### src/rtl/isa_pkg.sv
// MIPS ISA package with the instruction field layout and the opcode and funct encodings
package isa_pkg;

	parameter int INST_W     = 32;
	parameter int OPCODE_W   = 6;
	parameter int FUNCT_W    = 6;  // Funct sits in bits 5:0
	parameter int TARGET_W   = 26; // J-type target field

	// Low bit of each register and shift field
	parameter int OPCODE_LSB = 26;
	parameter int RS_LSB     = 21;
	parameter int RT_LSB     = 16;
	parameter int RD_LSB     = 11;
	parameter int SHAMT_LSB  = 6;

	// Primary opcodes
	typedef enum logic [OPCODE_W-1:0] {
		OP_SPECIAL = 6'h00, // R-type, funct decides
		OP_J       = 6'h02,
		OP_ADDI    = 6'h08,
		OP_ANDI    = 6'h0c,
		OP_ORI     = 6'h0d,
		OP_LW      = 6'h23,
		OP_SW      = 6'h2b
	} opcode_t;

	// R-type functs
	typedef enum logic [FUNCT_W-1:0] {
		FN_SLL  = 6'h00,
		FN_SRL  = 6'h02,
		FN_MULT = 6'h18, // No HI/LO kept here
		FN_ADD  = 6'h20,
		FN_SUB  = 6'h22,
		FN_AND  = 6'h24,
		FN_OR   = 6'h25,
		FN_SLT  = 6'h2a
	} funct_t;

endpackage

### src/rtl/core_pkg.sv
// Core resource package with datapath widths, register count and dispatch enums
package core_pkg;

	parameter int DATA_W    = 32;
	parameter int TAG_W     = 5;  // Rename tag width
	parameter int REG_COUNT = 32; // Architectural registers
	parameter int REG_IDX_W = 5;
	parameter int SHAMT_W   = 5;
	parameter int IMM_W     = 16;

	// Operation handed to the integer queues
	typedef enum logic [3:0] {
		ALU_ADD,
		ALU_SUB,
		ALU_AND,
		ALU_OR,
		ALU_SLT,
		ALU_SLL,
		ALU_SRL
	} alu_op_t;

	// Issue queue class, integer covers both A and B
	typedef enum logic [1:0] {
		QUEUE_INTEGER,
		QUEUE_LD_ST,
		QUEUE_MUL,
		QUEUE_NONE // Jumps and unsupported opcodes
	} queue_sel_t;

endpackage

### src/rtl/instruction_decoder.sv
// Instruction decoder, splits one MIPS word into queue class, ALU op, fields and jump target
`timescale 1ns/1ps

module instruction_decoder import isa_pkg::*, core_pkg::*; (
	input  logic [INST_W-1:0]    instruction,
	input  logic [DATA_W-1:0]    pc_4,
	output queue_sel_t           queue_sel,
	output alu_op_t              alu_op,
	output logic [SHAMT_W-1:0]   shamt,
	output logic [IMM_W-1:0]     imm,
	output logic [REG_IDX_W-1:0] rs_idx,
	output logic [REG_IDX_W-1:0] rt_idx,
	output logic [REG_IDX_W-1:0] rd_idx,     // Destination, rd or rt by format
	output logic                 writes_reg, // Needs a rename tag
	output logic                 uses_rt_reg,
	output logic                 imm_signed,
	output logic                 is_store,
	output logic                 is_jump,
	output logic [DATA_W-1:0]    jump_addr
);

	opcode_t opcode;
	funct_t  funct;
	logic    has_dest;
	logic    dest_is_rd;

	assign opcode = opcode_t'(instruction[OPCODE_LSB +: OPCODE_W]);
	assign funct  = funct_t'(instruction[FUNCT_W-1:0]);

	assign rs_idx = instruction[RS_LSB +: REG_IDX_W];
	assign rt_idx = instruction[RT_LSB +: REG_IDX_W];
	assign rd_idx = dest_is_rd ? instruction[RD_LSB +: REG_IDX_W] : rt_idx;
	assign shamt  = instruction[SHAMT_LSB +: SHAMT_W];
	assign imm    = instruction[IMM_W-1:0];

	// Region bits of pc_4, word target, byte alignment
	assign jump_addr = {pc_4[DATA_W-1 -: 4], instruction[TARGET_W-1:0], 2'b00};

	// Writes to r0 are dropped, so no tag for them
	assign writes_reg = has_dest && (rd_idx != '0);

	always_comb begin
		queue_sel   = QUEUE_NONE;
		alu_op      = ALU_ADD;
		has_dest    = 1'b0;
		dest_is_rd  = 1'b0;
		uses_rt_reg = 1'b0;
		imm_signed  = 1'b0;
		is_store    = 1'b0;
		is_jump     = 1'b0;
		case (opcode)
			OP_SPECIAL: begin
				dest_is_rd  = 1'b1;
				uses_rt_reg = 1'b1;
				queue_sel   = QUEUE_INTEGER;
				has_dest    = 1'b1;
				case (funct)
					FN_ADD:  alu_op = ALU_ADD;
					FN_SUB:  alu_op = ALU_SUB;
					FN_AND:  alu_op = ALU_AND;
					FN_OR:   alu_op = ALU_OR;
					FN_SLT:  alu_op = ALU_SLT;
					FN_SLL:  alu_op = ALU_SLL;
					FN_SRL:  alu_op = ALU_SRL;
					FN_MULT: begin
						queue_sel = QUEUE_MUL; // Result goes nowhere architectural
						has_dest  = 1'b0;
					end
					default: begin
						queue_sel = QUEUE_NONE; // Unknown funct is consumed and dropped
						has_dest  = 1'b0;
					end
				endcase
			end
			OP_ADDI: begin
				queue_sel  = QUEUE_INTEGER;
				has_dest   = 1'b1;
				imm_signed = 1'b1;
			end
			OP_ANDI: begin
				queue_sel = QUEUE_INTEGER;
				alu_op    = ALU_AND;
				has_dest  = 1'b1;
			end
			OP_ORI: begin
				queue_sel = QUEUE_INTEGER;
				alu_op    = ALU_OR;
				has_dest  = 1'b1;
			end
			OP_LW: begin
				queue_sel  = QUEUE_LD_ST;
				has_dest   = 1'b1;
				imm_signed = 1'b1; // Offset is signed
			end
			OP_SW: begin
				queue_sel   = QUEUE_LD_ST;
				uses_rt_reg = 1'b1; // Store data comes from rt
				imm_signed  = 1'b1;
				is_store    = 1'b1;
			end
			OP_J:    is_jump = 1'b1;
			default: ;
		endcase
	end

endmodule

### src/rtl/register_file.sv
// Architectural register file, two combinational reads and one CDB write, r0 fixed at zero
`timescale 1ns/1ps

module register_file import core_pkg::*; (
	input  logic                 clock,
	input  logic                 reset,
	input  logic [REG_IDX_W-1:0] rs_idx,
	input  logic [REG_IDX_W-1:0] rt_idx,
	output logic [DATA_W-1:0]    rs_data,
	output logic [DATA_W-1:0]    rt_data,
	input  logic                 write_en,
	input  logic [REG_IDX_W-1:0] write_idx,
	input  logic [DATA_W-1:0]    write_data
);

	logic [DATA_W-1:0] regs [REG_COUNT];

	assign rs_data = regs[rs_idx];
	assign rt_data = regs[rt_idx];

	always_ff @(posedge clock or posedge reset) begin
		if (reset) begin
			for (int i = 0; i < REG_COUNT; i++)
				regs[i] <= '0;
		end else if (write_en && write_idx != '0) begin
			regs[write_idx] <= write_data; // r0 never changes
		end
	end

endmodule

### src/rtl/register_status_table.sv
// Register status table, pending flag and producer tag per register, CDB tag match
`timescale 1ns/1ps

module register_status_table import core_pkg::*; (
	input  logic                 clock,
	input  logic                 reset,
	input  logic [REG_IDX_W-1:0] rs_idx,
	input  logic [REG_IDX_W-1:0] rt_idx,
	output logic                 rs_pending,
	output logic [TAG_W-1:0]     rs_tag,
	output logic                 rt_pending,
	output logic [TAG_W-1:0]     rt_tag,
	input  logic                 rename_en,
	input  logic [REG_IDX_W-1:0] rename_idx,
	input  logic [TAG_W-1:0]     rename_tag,
	input  logic                 cdb_valid,
	input  logic [TAG_W-1:0]     cdb_rd_tag,
	output logic                 write_en,  // To register_file
	output logic [REG_IDX_W-1:0] write_idx
);

	logic [REG_COUNT-1:0] pending;
	logic [TAG_W-1:0]     prod_tag [REG_COUNT];

	// Lookups see the table before this cycle's rename
	assign rs_pending = pending[rs_idx];
	assign rs_tag     = prod_tag[rs_idx];
	assign rt_pending = pending[rt_idx];
	assign rt_tag     = prod_tag[rt_idx];

	// Tags in flight are unique, so at most one register matches
	always_comb begin
		write_en  = 1'b0;
		write_idx = '0;
		for (int i = 1; i < REG_COUNT; i++) begin
			if (pending[i] && prod_tag[i] == cdb_rd_tag) begin
				write_en  = cdb_valid;
				write_idx = REG_IDX_W'(i);
			end
		end
	end

	always_ff @(posedge clock or posedge reset) begin
		if (reset)
			pending <= '0;
		else begin
			if (write_en)
				pending[write_idx] <= 1'b0;
			if (rename_en)
				pending[rename_idx] <= 1'b1; // Later write wins over the clear
		end
	end

	always_ff @(posedge clock) begin
		if (rename_en)
			prod_tag[rename_idx] <= rename_tag;
	end

endmodule

### src/rtl/tag_free_list.sv
// Free rename tag FIFO, full of tags 0 to NUM_TAGS-1 at reset, refilled from the CDB
`timescale 1ns/1ps

module tag_free_list import core_pkg::*; #(
	parameter int NUM_TAGS = 32
) (
	input  logic             clock,
	input  logic             reset,
	input  logic             pop,
	output logic [TAG_W-1:0] free_tag, // Head of the list
	output logic             empty,
	input  logic             push,
	input  logic [TAG_W-1:0] push_tag
);

	localparam int PTR_W = (NUM_TAGS > 1) ? $clog2(NUM_TAGS) : 1;

	logic [TAG_W-1:0] slots [NUM_TAGS];
	logic [PTR_W-1:0] rd_ptr;
	logic [PTR_W-1:0] wr_ptr;
	logic [PTR_W:0]   count;
	logic             do_pop;

	assign empty    = (count == '0);
	assign free_tag = slots[rd_ptr];
	assign do_pop   = pop && !empty;

	always_ff @(posedge clock or posedge reset) begin
		if (reset) begin
			for (int i = 0; i < NUM_TAGS; i++)
				slots[i] <= TAG_W'(i);
			rd_ptr <= '0;
			wr_ptr <= '0; // Full, so the write side has wrapped
			count  <= (PTR_W+1)'(NUM_TAGS);
		end else begin
			if (push) begin
				slots[wr_ptr] <= push_tag;
				wr_ptr <= (wr_ptr == PTR_W'(NUM_TAGS-1)) ? '0 : wr_ptr + 1'b1;
			end
			if (do_pop)
				rd_ptr <= (rd_ptr == PTR_W'(NUM_TAGS-1)) ? '0 : rd_ptr + 1'b1;
			case ({push, do_pop})
				2'b10:   count <= count + 1'b1;
				2'b01:   count <= count - 1'b1;
				default: ; // Both or neither
			endcase
		end
	end

endmodule

### src/rtl/operand_fetch.sv
// Operand fetch, resolves rs and rt from registers, CDB or immediate and holds the payload
`timescale 1ns/1ps

module operand_fetch import core_pkg::*; (
	input  logic               clock,
	input  logic               reset,
	input  logic               load, // Accept strobe
	input  logic [DATA_W-1:0]  rs_data_reg,
	input  logic [DATA_W-1:0]  rt_data_reg,
	input  logic               rs_pending,
	input  logic [TAG_W-1:0]   rs_tag_in,
	input  logic               rt_pending,
	input  logic [TAG_W-1:0]   rt_tag_in,
	input  logic               uses_rt_reg,
	input  logic [IMM_W-1:0]   imm,
	input  logic               imm_signed,
	input  logic [TAG_W-1:0]   new_tag,
	input  alu_op_t            alu_op,
	input  logic [SHAMT_W-1:0] shamt,
	input  logic               is_store,
	input  logic               cdb_valid,
	input  logic [TAG_W-1:0]   cdb_rd_tag,
	input  logic [DATA_W-1:0]  cdb_data,
	output logic [DATA_W-1:0]  dispatch_rs_data,
	output logic               dispatch_rs_data_valid,
	output logic [TAG_W-1:0]   dispatch_rs_tag,
	output logic [DATA_W-1:0]  dispatch_rt_data,
	output logic               dispatch_rt_data_valid,
	output logic [TAG_W-1:0]   dispatch_rt_tag,
	output logic [TAG_W-1:0]   dispatch_rd_tag,
	output alu_op_t            dispatch_opcode,
	output logic [SHAMT_W-1:0] dispatch_shfamt,
	output logic [IMM_W-1:0]   dispatch_imm_ld_st,
	output logic               dispatch_opcode_ld_st
);

	logic              rs_fwd, rt_fwd;     // Producer is on the CDB this cycle
	logic              rs_ready, rt_ready;
	logic [DATA_W-1:0] rs_val, rt_val;
	logic [DATA_W-1:0] imm_ext;

	assign imm_ext = imm_signed ? {{(DATA_W-IMM_W){imm[IMM_W-1]}}, imm}
	                            : {{(DATA_W-IMM_W){1'b0}}, imm};

	assign rs_fwd   = rs_pending && cdb_valid && cdb_rd_tag == rs_tag_in;
	assign rs_ready = !rs_pending || rs_fwd;
	assign rs_val   = !rs_pending ? rs_data_reg : (rs_fwd ? cdb_data : '0);

	// I-type ALU ops and LW carry the immediate in the rt slot
	assign rt_fwd   = rt_pending && cdb_valid && cdb_rd_tag == rt_tag_in;
	assign rt_ready = !uses_rt_reg || !rt_pending || rt_fwd;
	assign rt_val   = !uses_rt_reg ? imm_ext
	                : !rt_pending  ? rt_data_reg
	                : (rt_fwd ? cdb_data : '0);

	always_ff @(posedge clock or posedge reset) begin
		if (reset) begin
			dispatch_rs_data       <= '0;
			dispatch_rs_data_valid <= 1'b0;
			dispatch_rs_tag        <= '0;
			dispatch_rt_data       <= '0;
			dispatch_rt_data_valid <= 1'b0;
			dispatch_rt_tag        <= '0;
			dispatch_rd_tag        <= '0;
			dispatch_opcode        <= ALU_ADD;
			dispatch_shfamt        <= '0;
			dispatch_imm_ld_st     <= '0;
			dispatch_opcode_ld_st  <= 1'b0;
		end else if (load) begin
			dispatch_rs_data       <= rs_val;
			dispatch_rs_data_valid <= rs_ready;
			dispatch_rs_tag        <= rs_ready ? '0 : rs_tag_in; // Tag only while waiting
			dispatch_rt_data       <= rt_val;
			dispatch_rt_data_valid <= rt_ready;
			dispatch_rt_tag        <= rt_ready ? '0 : rt_tag_in;
			dispatch_rd_tag        <= new_tag;
			dispatch_opcode        <= alu_op;
			dispatch_shfamt        <= shamt;
			dispatch_imm_ld_st     <= imm;
			dispatch_opcode_ld_st  <= is_store; // 1 for SW, 0 for LW
		end
	end

endmodule

### src/rtl/dispatch_control.sv
// Dispatch control, accept and stall decision, queue pick, integer A/B alternation and jump
`timescale 1ns/1ps

module dispatch_control import core_pkg::*; (
	input  logic              clock,
	input  logic              reset,
	input  logic              ifetch_empty,
	input  queue_sel_t        queue_sel,
	input  logic              writes_reg,
	input  logic              is_jump,
	input  logic              tag_empty,
	input  logic              issueque_integer_full_a,
	input  logic              issueque_integer_full_b,
	input  logic              issueque_full_ld_st,
	input  logic              issueque_mul_full,
	input  logic [DATA_W-1:0] jump_addr,
	output logic              dispatch_ren,
	output logic              tag_pop,   // Free-list pop and rename together
	output logic              dispatch_en_integer_a,
	output logic              dispatch_en_integer_b,
	output logic              dispatch_en_ld_st,
	output logic              dispatch_en_mul,
	output logic              dispatch_jmp,
	output logic [DATA_W-1:0] dispatch_jmp_addr
);

	logic queue_room;
	logic accept_int;
	logic pick_b;
	logic last_a; // Last integer dispatch went to A

	always_comb begin
		case (queue_sel)
			QUEUE_INTEGER: queue_room = !(issueque_integer_full_a && issueque_integer_full_b);
			QUEUE_LD_ST:   queue_room = !issueque_full_ld_st;
			QUEUE_MUL:     queue_room = !issueque_mul_full;
			default:       queue_room = 1'b1; // Jumps and drops need no queue
		endcase
	end

	// Full flags only hold the IFQ, nothing is lost
	assign dispatch_ren = !reset && !ifetch_empty && queue_room && (!writes_reg || !tag_empty);
	assign tag_pop      = dispatch_ren && writes_reg;
	assign accept_int   = dispatch_ren && queue_sel == QUEUE_INTEGER;

	// A full queue forces the other one, else alternate
	assign pick_b = issueque_integer_full_a || (!issueque_integer_full_b && last_a);

	always_ff @(posedge clock or posedge reset) begin
		if (reset) begin
			dispatch_en_integer_a <= 1'b0;
			dispatch_en_integer_b <= 1'b0;
			dispatch_en_ld_st     <= 1'b0;
			dispatch_en_mul       <= 1'b0;
			dispatch_jmp          <= 1'b0;
			last_a                <= 1'b0; // A goes first
		end else begin
			dispatch_en_integer_a <= accept_int && !pick_b;
			dispatch_en_integer_b <= accept_int && pick_b;
			dispatch_en_ld_st     <= dispatch_ren && queue_sel == QUEUE_LD_ST;
			dispatch_en_mul       <= dispatch_ren && queue_sel == QUEUE_MUL;
			dispatch_jmp          <= dispatch_ren && is_jump;
			if (accept_int)
				last_a <= !pick_b;
		end
	end

	always_ff @(posedge clock) begin
		if (dispatch_ren && is_jump)
			dispatch_jmp_addr <= jump_addr;
	end

endmodule

### src/rtl/dispatch_unit.sv
// Dispatch unit top, joins decode, rename, operand fetch and queue control
`timescale 1ns/1ps

module dispatch_unit import isa_pkg::*, core_pkg::*; #(
	parameter int NUM_TAGS = 32
) (
	input  logic               clock,
	input  logic               reset,
	input  logic [INST_W-1:0]  ifetch_instruction,
	input  logic [DATA_W-1:0]  ifetch_pc_4,
	input  logic               ifetch_empty,
	output logic               dispatch_ren,
	output logic               dispatch_jmp,
	output logic [DATA_W-1:0]  dispatch_jmp_addr,
	output logic [DATA_W-1:0]  dispatch_rs_data,
	output logic               dispatch_rs_data_valid,
	output logic [TAG_W-1:0]   dispatch_rs_tag,
	output logic [DATA_W-1:0]  dispatch_rt_data,
	output logic               dispatch_rt_data_valid,
	output logic [TAG_W-1:0]   dispatch_rt_tag,
	output logic [TAG_W-1:0]   dispatch_rd_tag,
	output alu_op_t            dispatch_opcode,
	output logic [SHAMT_W-1:0] dispatch_shfamt,
	output logic [IMM_W-1:0]   dispatch_imm_ld_st,
	output logic               dispatch_opcode_ld_st,
	output logic               dispatch_en_integer_a,
	output logic               dispatch_en_integer_b,
	output logic               dispatch_en_ld_st,
	output logic               dispatch_en_mul,
	input  logic               issueque_integer_full_a,
	input  logic               issueque_integer_full_b,
	input  logic               issueque_full_ld_st,
	input  logic               issueque_mul_full,
	input  logic               cdb_valid,
	input  logic [TAG_W-1:0]   cdb_rd_tag,
	input  logic [DATA_W-1:0]  cdb_data
);

	queue_sel_t           queue_sel;
	alu_op_t              alu_op;
	logic [SHAMT_W-1:0]   shamt;
	logic [IMM_W-1:0]     imm;
	logic [REG_IDX_W-1:0] rs_idx, rt_idx, rd_idx;
	logic                 writes_reg, uses_rt_reg, imm_signed, is_store, is_jump;
	logic [DATA_W-1:0]    jump_addr;
	logic [DATA_W-1:0]    rs_data_reg, rt_data_reg;
	logic                 rs_pending, rt_pending;
	logic [TAG_W-1:0]     rs_tag, rt_tag;
	logic                 rf_write_en;
	logic [REG_IDX_W-1:0] rf_write_idx;
	logic [TAG_W-1:0]     free_tag;
	logic                 tag_empty, tag_pop;

	instruction_decoder u_decoder (
		.instruction (ifetch_instruction),
		.pc_4        (ifetch_pc_4),
		.queue_sel   (queue_sel),
		.alu_op      (alu_op),
		.shamt       (shamt),
		.imm         (imm),
		.rs_idx      (rs_idx),
		.rt_idx      (rt_idx),
		.rd_idx      (rd_idx),
		.writes_reg  (writes_reg),
		.uses_rt_reg (uses_rt_reg),
		.imm_signed  (imm_signed),
		.is_store    (is_store),
		.is_jump     (is_jump),
		.jump_addr   (jump_addr)
	);

	register_file u_register_file (
		.clock      (clock),
		.reset      (reset),
		.rs_idx     (rs_idx),
		.rt_idx     (rt_idx),
		.rs_data    (rs_data_reg),
		.rt_data    (rt_data_reg),
		.write_en   (rf_write_en),
		.write_idx  (rf_write_idx),
		.write_data (cdb_data)
	);

	register_status_table u_status (
		.clock      (clock),
		.reset      (reset),
		.rs_idx     (rs_idx),
		.rt_idx     (rt_idx),
		.rs_pending (rs_pending),
		.rs_tag     (rs_tag),
		.rt_pending (rt_pending),
		.rt_tag     (rt_tag),
		.rename_en  (tag_pop),
		.rename_idx (rd_idx),
		.rename_tag (free_tag),
		.cdb_valid  (cdb_valid),
		.cdb_rd_tag (cdb_rd_tag),
		.write_en   (rf_write_en),
		.write_idx  (rf_write_idx)
	);

	// CDB tags go straight back to the free list
	tag_free_list #(.NUM_TAGS(NUM_TAGS)) u_free_list (
		.clock    (clock),
		.reset    (reset),
		.pop      (tag_pop),
		.free_tag (free_tag),
		.empty    (tag_empty),
		.push     (cdb_valid),
		.push_tag (cdb_rd_tag)
	);

	operand_fetch u_operand_fetch (
		.clock                  (clock),
		.reset                  (reset),
		.load                   (dispatch_ren),
		.rs_data_reg            (rs_data_reg),
		.rt_data_reg            (rt_data_reg),
		.rs_pending             (rs_pending),
		.rs_tag_in              (rs_tag),
		.rt_pending             (rt_pending),
		.rt_tag_in              (rt_tag),
		.uses_rt_reg            (uses_rt_reg),
		.imm                    (imm),
		.imm_signed             (imm_signed),
		.new_tag                (writes_reg ? free_tag : '0), // Zero when nothing is renamed
		.alu_op                 (alu_op),
		.shamt                  (shamt),
		.is_store               (is_store),
		.cdb_valid              (cdb_valid),
		.cdb_rd_tag             (cdb_rd_tag),
		.cdb_data               (cdb_data),
		.dispatch_rs_data       (dispatch_rs_data),
		.dispatch_rs_data_valid (dispatch_rs_data_valid),
		.dispatch_rs_tag        (dispatch_rs_tag),
		.dispatch_rt_data       (dispatch_rt_data),
		.dispatch_rt_data_valid (dispatch_rt_data_valid),
		.dispatch_rt_tag        (dispatch_rt_tag),
		.dispatch_rd_tag        (dispatch_rd_tag),
		.dispatch_opcode        (dispatch_opcode),
		.dispatch_shfamt        (dispatch_shfamt),
		.dispatch_imm_ld_st     (dispatch_imm_ld_st),
		.dispatch_opcode_ld_st  (dispatch_opcode_ld_st)
	);

	dispatch_control u_control (
		.clock                   (clock),
		.reset                   (reset),
		.ifetch_empty            (ifetch_empty),
		.queue_sel               (queue_sel),
		.writes_reg              (writes_reg),
		.is_jump                 (is_jump),
		.tag_empty               (tag_empty),
		.issueque_integer_full_a (issueque_integer_full_a),
		.issueque_integer_full_b (issueque_integer_full_b),
		.issueque_full_ld_st     (issueque_full_ld_st),
		.issueque_mul_full       (issueque_mul_full),
		.jump_addr               (jump_addr),
		.dispatch_ren            (dispatch_ren),
		.tag_pop                 (tag_pop),
		.dispatch_en_integer_a   (dispatch_en_integer_a),
		.dispatch_en_integer_b   (dispatch_en_integer_b),
		.dispatch_en_ld_st       (dispatch_en_ld_st),
		.dispatch_en_mul         (dispatch_en_mul),
		.dispatch_jmp            (dispatch_jmp),
		.dispatch_jmp_addr       (dispatch_jmp_addr)
	);

endmodule

### config.mk
export PLATFORM = sky130hd
export DESIGN_NAME = dispatch_unit
export DESIGN_NICKNAME = d
export VERILOG_FILES = /design/src/rtl/isa_pkg.sv /design/src/rtl/core_pkg.sv /design/src/rtl/instruction_decoder.sv /design/src/rtl/register_file.sv /design/src/rtl/register_status_table.sv /design/src/rtl/tag_free_list.sv /design/src/rtl/operand_fetch.sv /design/src/rtl/dispatch_control.sv /design/src/rtl/dispatch_unit.sv
export SDC_FILE = /design/constraint.sdc
export NUM_CORES = 2
export LEC_CHECK = 0
export BUFFER_PORTS_ARGS = -buffer_cell sky130_fd_sc_hd__buf_2
export CAP_MARGIN = 20
export CORE_MARGIN = 2
export CORE_UTILIZATION = 42
export DETAILED_ROUTE_END_ITERATION = 12
export PLACE_DENSITY = 0.61
export SLEW_MARGIN = 40
export SYNTH_ARGS = -nofsm -noshare
export SYNTH_HDL_FRONTEND = slang
export SYNTH_HIERARCHICAL = 1
export SYNTH_SLANG_ARGS = --single-unit
export TNS_END_PERCENT = 100
### constraint.sdc
create_clock -name clock -period 29.8 [get_ports clock]
set_input_delay 2.98 -clock clock [delete_from_list [all_inputs] [get_ports clock]]
set_output_delay 2.98 -clock clock [all_outputs]
set_load 0.005 [all_outputs]
==> flow_metrics.tcl <==
set metrics [dict create \
    seqPwrFrac_pct 45.6 \
    worst_pin_slew_ps 953 \
    core_region_area_um2 200000 \
    power.switching_mw 1.53 \
    effective_utilization_at_floorplan_pct 42.3 \
    finClkSkew_ps 58.3 \
    num-fill-cells 17734 \
    power_switching_share_pct 28.1 \
    path_class "input port to output port" \
    hold_critical_path_depth 0 \
    grt_use_met2_pct 41.2 \
    startpoint_type "input port" \
    power_report.internal_total_mw 3.92 \
    hold_endpoint "u_register_file/regs[1014]" \
    top_usage_layer "met2" \
    track_usage_pct 25.7 \
    drt-vias-per-instance 6.17 \
    vias_in_the_first_global_route 58893 \
    status "finished clean" \
    drv_cap 0 \
    yosys.area.top_type_share_pct 37.5 \
    cts_resized 0 \
    detail_route.iter0.violations 4952 \
    antenna_left 0 \
    die_area_um2 204000 \
    row_count 164 \
    synth_edf_count 192 \
    final_period_minus_worst_setup_slack_ps 9150 \
    global_route_wire_length_before_repair_mm 393 \
    drcViolationCount 0 \
    cts-root-buf "sky130_fd_sc_hd__clkbuf_16" \
    cts_setup_buffers 0 \
    grt_max_degree 156 \
    cts_num_sinks 1537 \
    gr-total-overflow 0 \
    finish.net_count 6717 \
    grt_util_met3_pct 3.87 \
    setup_viol 0 \
    register_to_register_setup_slack_ps 24430 \
    final_util_pct 46.2 \
    slew_headroom_pct 36.4 \
    maxClockFrequency_mhz 109 \
    rsz0062_at_grt "false" \
    post_synth_inst_count 6756 \
    timing.critical_path.to_type "output port" \
    p_leak_nw 42.4 \
    reg2reg_depth 13 \
    seq_area_frac_synth_pct 46.8 \
    combinationalPowerShare_pct 15.8 \
    tritoncts_buffer_count 169 \
    die_height_um 452 \
    die_w_um 452 \
    firstDrtPassIters 5 \
    met1_track_demand_over_resource_pct 34.4 \
    path_max_fanout 44 \
    drt_wl_total_mm 268 \
    min_from "u_register_file/regs[1014]" \
    clock_tree_from_tritoncts "done" \
    route.detailed.wl_per_inst_um 28.6 \
    maxSlewViolCount 0 \
    grt_antenna_before_repair 12 \
    ctsHoldBuffers 0 \
    cts_max_path_buffers 3 \
    postSynthAreaPerCell_um2 12.5 \
    worst_skew_pair.late_latency_ps 850 \
    largest_area_contributor_in_the_synthesized_netlist "sky130_fd_sc_hd__dfrtp_1" \
    synth-async-reset-ratio_pct 87.5 \
    finalHoldViolCount 0 \
    critPathArrivalTime_ps 6170 \
    port_buffers 225 \
    post-dp-hpwl_mm 156 \
    io-pin-count 254 \
    clock_power_share_pct 38.6 \
    synth.yosys.warnings 6 \
    cts.htree.levels 4 \
    rr_endpoint "u_register_file/regs[562]" \
    netlist_top_cells_area "sky130_fd_sc_hd__dfrtp_1, sky130_fd_sc_hd__mux2_2, sky130_fd_sc_hd__mux2i_1" \
    ys_ff_latch 1537 \
    worst_r2r_startpoint "u_status/prod_tag[3][3]" \
    vdd_drop_max_v 0.0000611 \
    count_leader_synth "sky130_fd_sc_hd__dfrtp_1" \
    hold_path_class "flop to flop" \
    pwr_density_cell_nw_per_um2 59.1 \
    post_synth_num_cell_types 88 \
    cts.clk_slew.worst_paths_ps 60 \
    growth_of_design_area_from_synthesis_to_finish_pct 9.23 \
    drive_above_1_share_pct 30.8 \
    overall_power_consumption_mw 5.45 \
    tns_ps 0 \
    postSynth.topFlopCell "sky130_fd_sc_hd__dfrtp_1" \
    global_placer_s_final_weighted_congestion 0.869 \
    final_min_period_over_clock_period_pct 30.7 \
    via_count 57907 \
    worst_path_required_time_ps 26820 \
    syn-cell-area_um2 84400 \
    synth_top_cells_by_count "sky130_fd_sc_hd__dfrtp_1, sky130_fd_sc_hd__mux2_2, sky130_fd_sc_hd__mux2i_1, sky130_fd_sc_hd__clkbuf_1, sky130_fd_sc_hd__a21oi_1" \
]
## how the worst max path moves through the flow
stage               cells after the start                   start  slack, ps                      end
floorplan                               1                   reset      12710  u_register_file/regs[0]
global placement                       10  ifetch_instruction[30]      20700             dispatch_ren
detailed placement                     10  ifetch_instruction[30]      20670             dispatch_ren
CTS                                    10  ifetch_instruction[30]      20670             dispatch_ren
global route                           10  ifetch_instruction[30]      20510             dispatch_ren
finish                                 10  ifetch_instruction[30]      20650             dispatch_ren
## registers in the layout (all words and copies together) (netlist names), 6 cells and up
signal                              cells
u_operand_fetch/dispatch_rs_data       32
u_status/pending                       32
u_free_list/count                       6
u_control/dispatch_jmp_addr            32
u_free_list/slots                     160
u_register_file/regs                 1024
u_operand_fetch/dispatch_imm_ld_st     16
u_operand_fetch/dispatch_rt_data       32
u_status/prod_tag                     160
## area by class of cell
| type | count | area [µm²] | area share [%] |
|---|---|---|---|
| clock buffer | 233 | 4770 | 5.18 |
| inverter | 29 | 125 | 0.136 |
| antenna | 2 | 5.00 | 0.00543 |
| timing repair buffer | 361 | 2560 | 2.78 |
| clock inverter | 66 | 771 | 0.836 |
| multi-input combinational | 4497 | 41100 | 44.6 |
| sequential | 1537 | 39500 | 42.9 |
| tap | 2656 | 3320 | 3.61 |
## kinds of logic after synthesis
kind of cell	share of synthesized area [%]
adder cells (fa/ha/maj)	0.202
AO/OA/AOI/OAI	7.64
other	0.00444
multiplexers	32.5
XOR/XNOR	1.75
AND/OR/NAND/NOR	6.34
buffers and inverters	4.69
flip-flops	46.8
## metrics by stage
stage	setup WS, ps	instance area (µm²)	std cells	hold slack (ps)
2_1_floorplan	12710	84400	6758	449
3_3_place_gp	20700	86200	9068	384
3_5_place_dp	20670	86500	9078	388
4_1_cts	20670	92100	9377	400
5_1_grt	20510	92200	9380	409
6_report	20650	92200	9381	399
## power by group through the flow
stage	combinational (mW)	clock, mW	sequential, mW
final	0.859	2.11	2.49
after global routing	0.919	2.24	2.51
after CTS	0.857	2.15	2.48
after detailed placement	0.854	0	2.52
after global placement	0.836	0	2.51
after floorplan	0.601	0	2.48
## routing by layer
metal / wire length (µm) / share of wire [%]
met5: 47 / 0.018
met4: 12900 / 4.8
met3: 17000 / 6.3
met2: 125000 / 47
met1: 113000 / 42
## worst max-delay path: stages
cell and delay, ps:
sky130_fd_sc_hd__buf_2 130, sky130_fd_sc_hd__or4_1 520, sky130_fd_sc_hd__or3_1 610, sky130_fd_sc_hd__mux2i_1 210, sky130_fd_sc_hd__o31a_1 130, sky130_fd_sc_hd__buf_4 190
sky130_fd_sc_hd__a211o_1 400, sky130_fd_sc_hd__nor4_4 280, sky130_fd_sc_hd__buf_4 480, sky130_fd_sc_hd__buf_2 210
## cells in the final DEF, fill, tap and decap left out, drive strengths merged, types with 131 or more instances in the layout
| master | count |
|---|---|
| buf | 359 |
| mux4 | 152 |
| mux2i | 1045 |
| a21oi | 253 |
| clkbuf | 235 |
| edfxtp | 192 |
| mux2 | 1203 |
| dfrtp | 1264 |
| nand3 | 223 |
| nand2 | 241 |
| xor2 | 131 |
| a22o | 133 |
| nor2 | 166 |
| a22oi | 197 |
(Power assumes the default switching activity.)
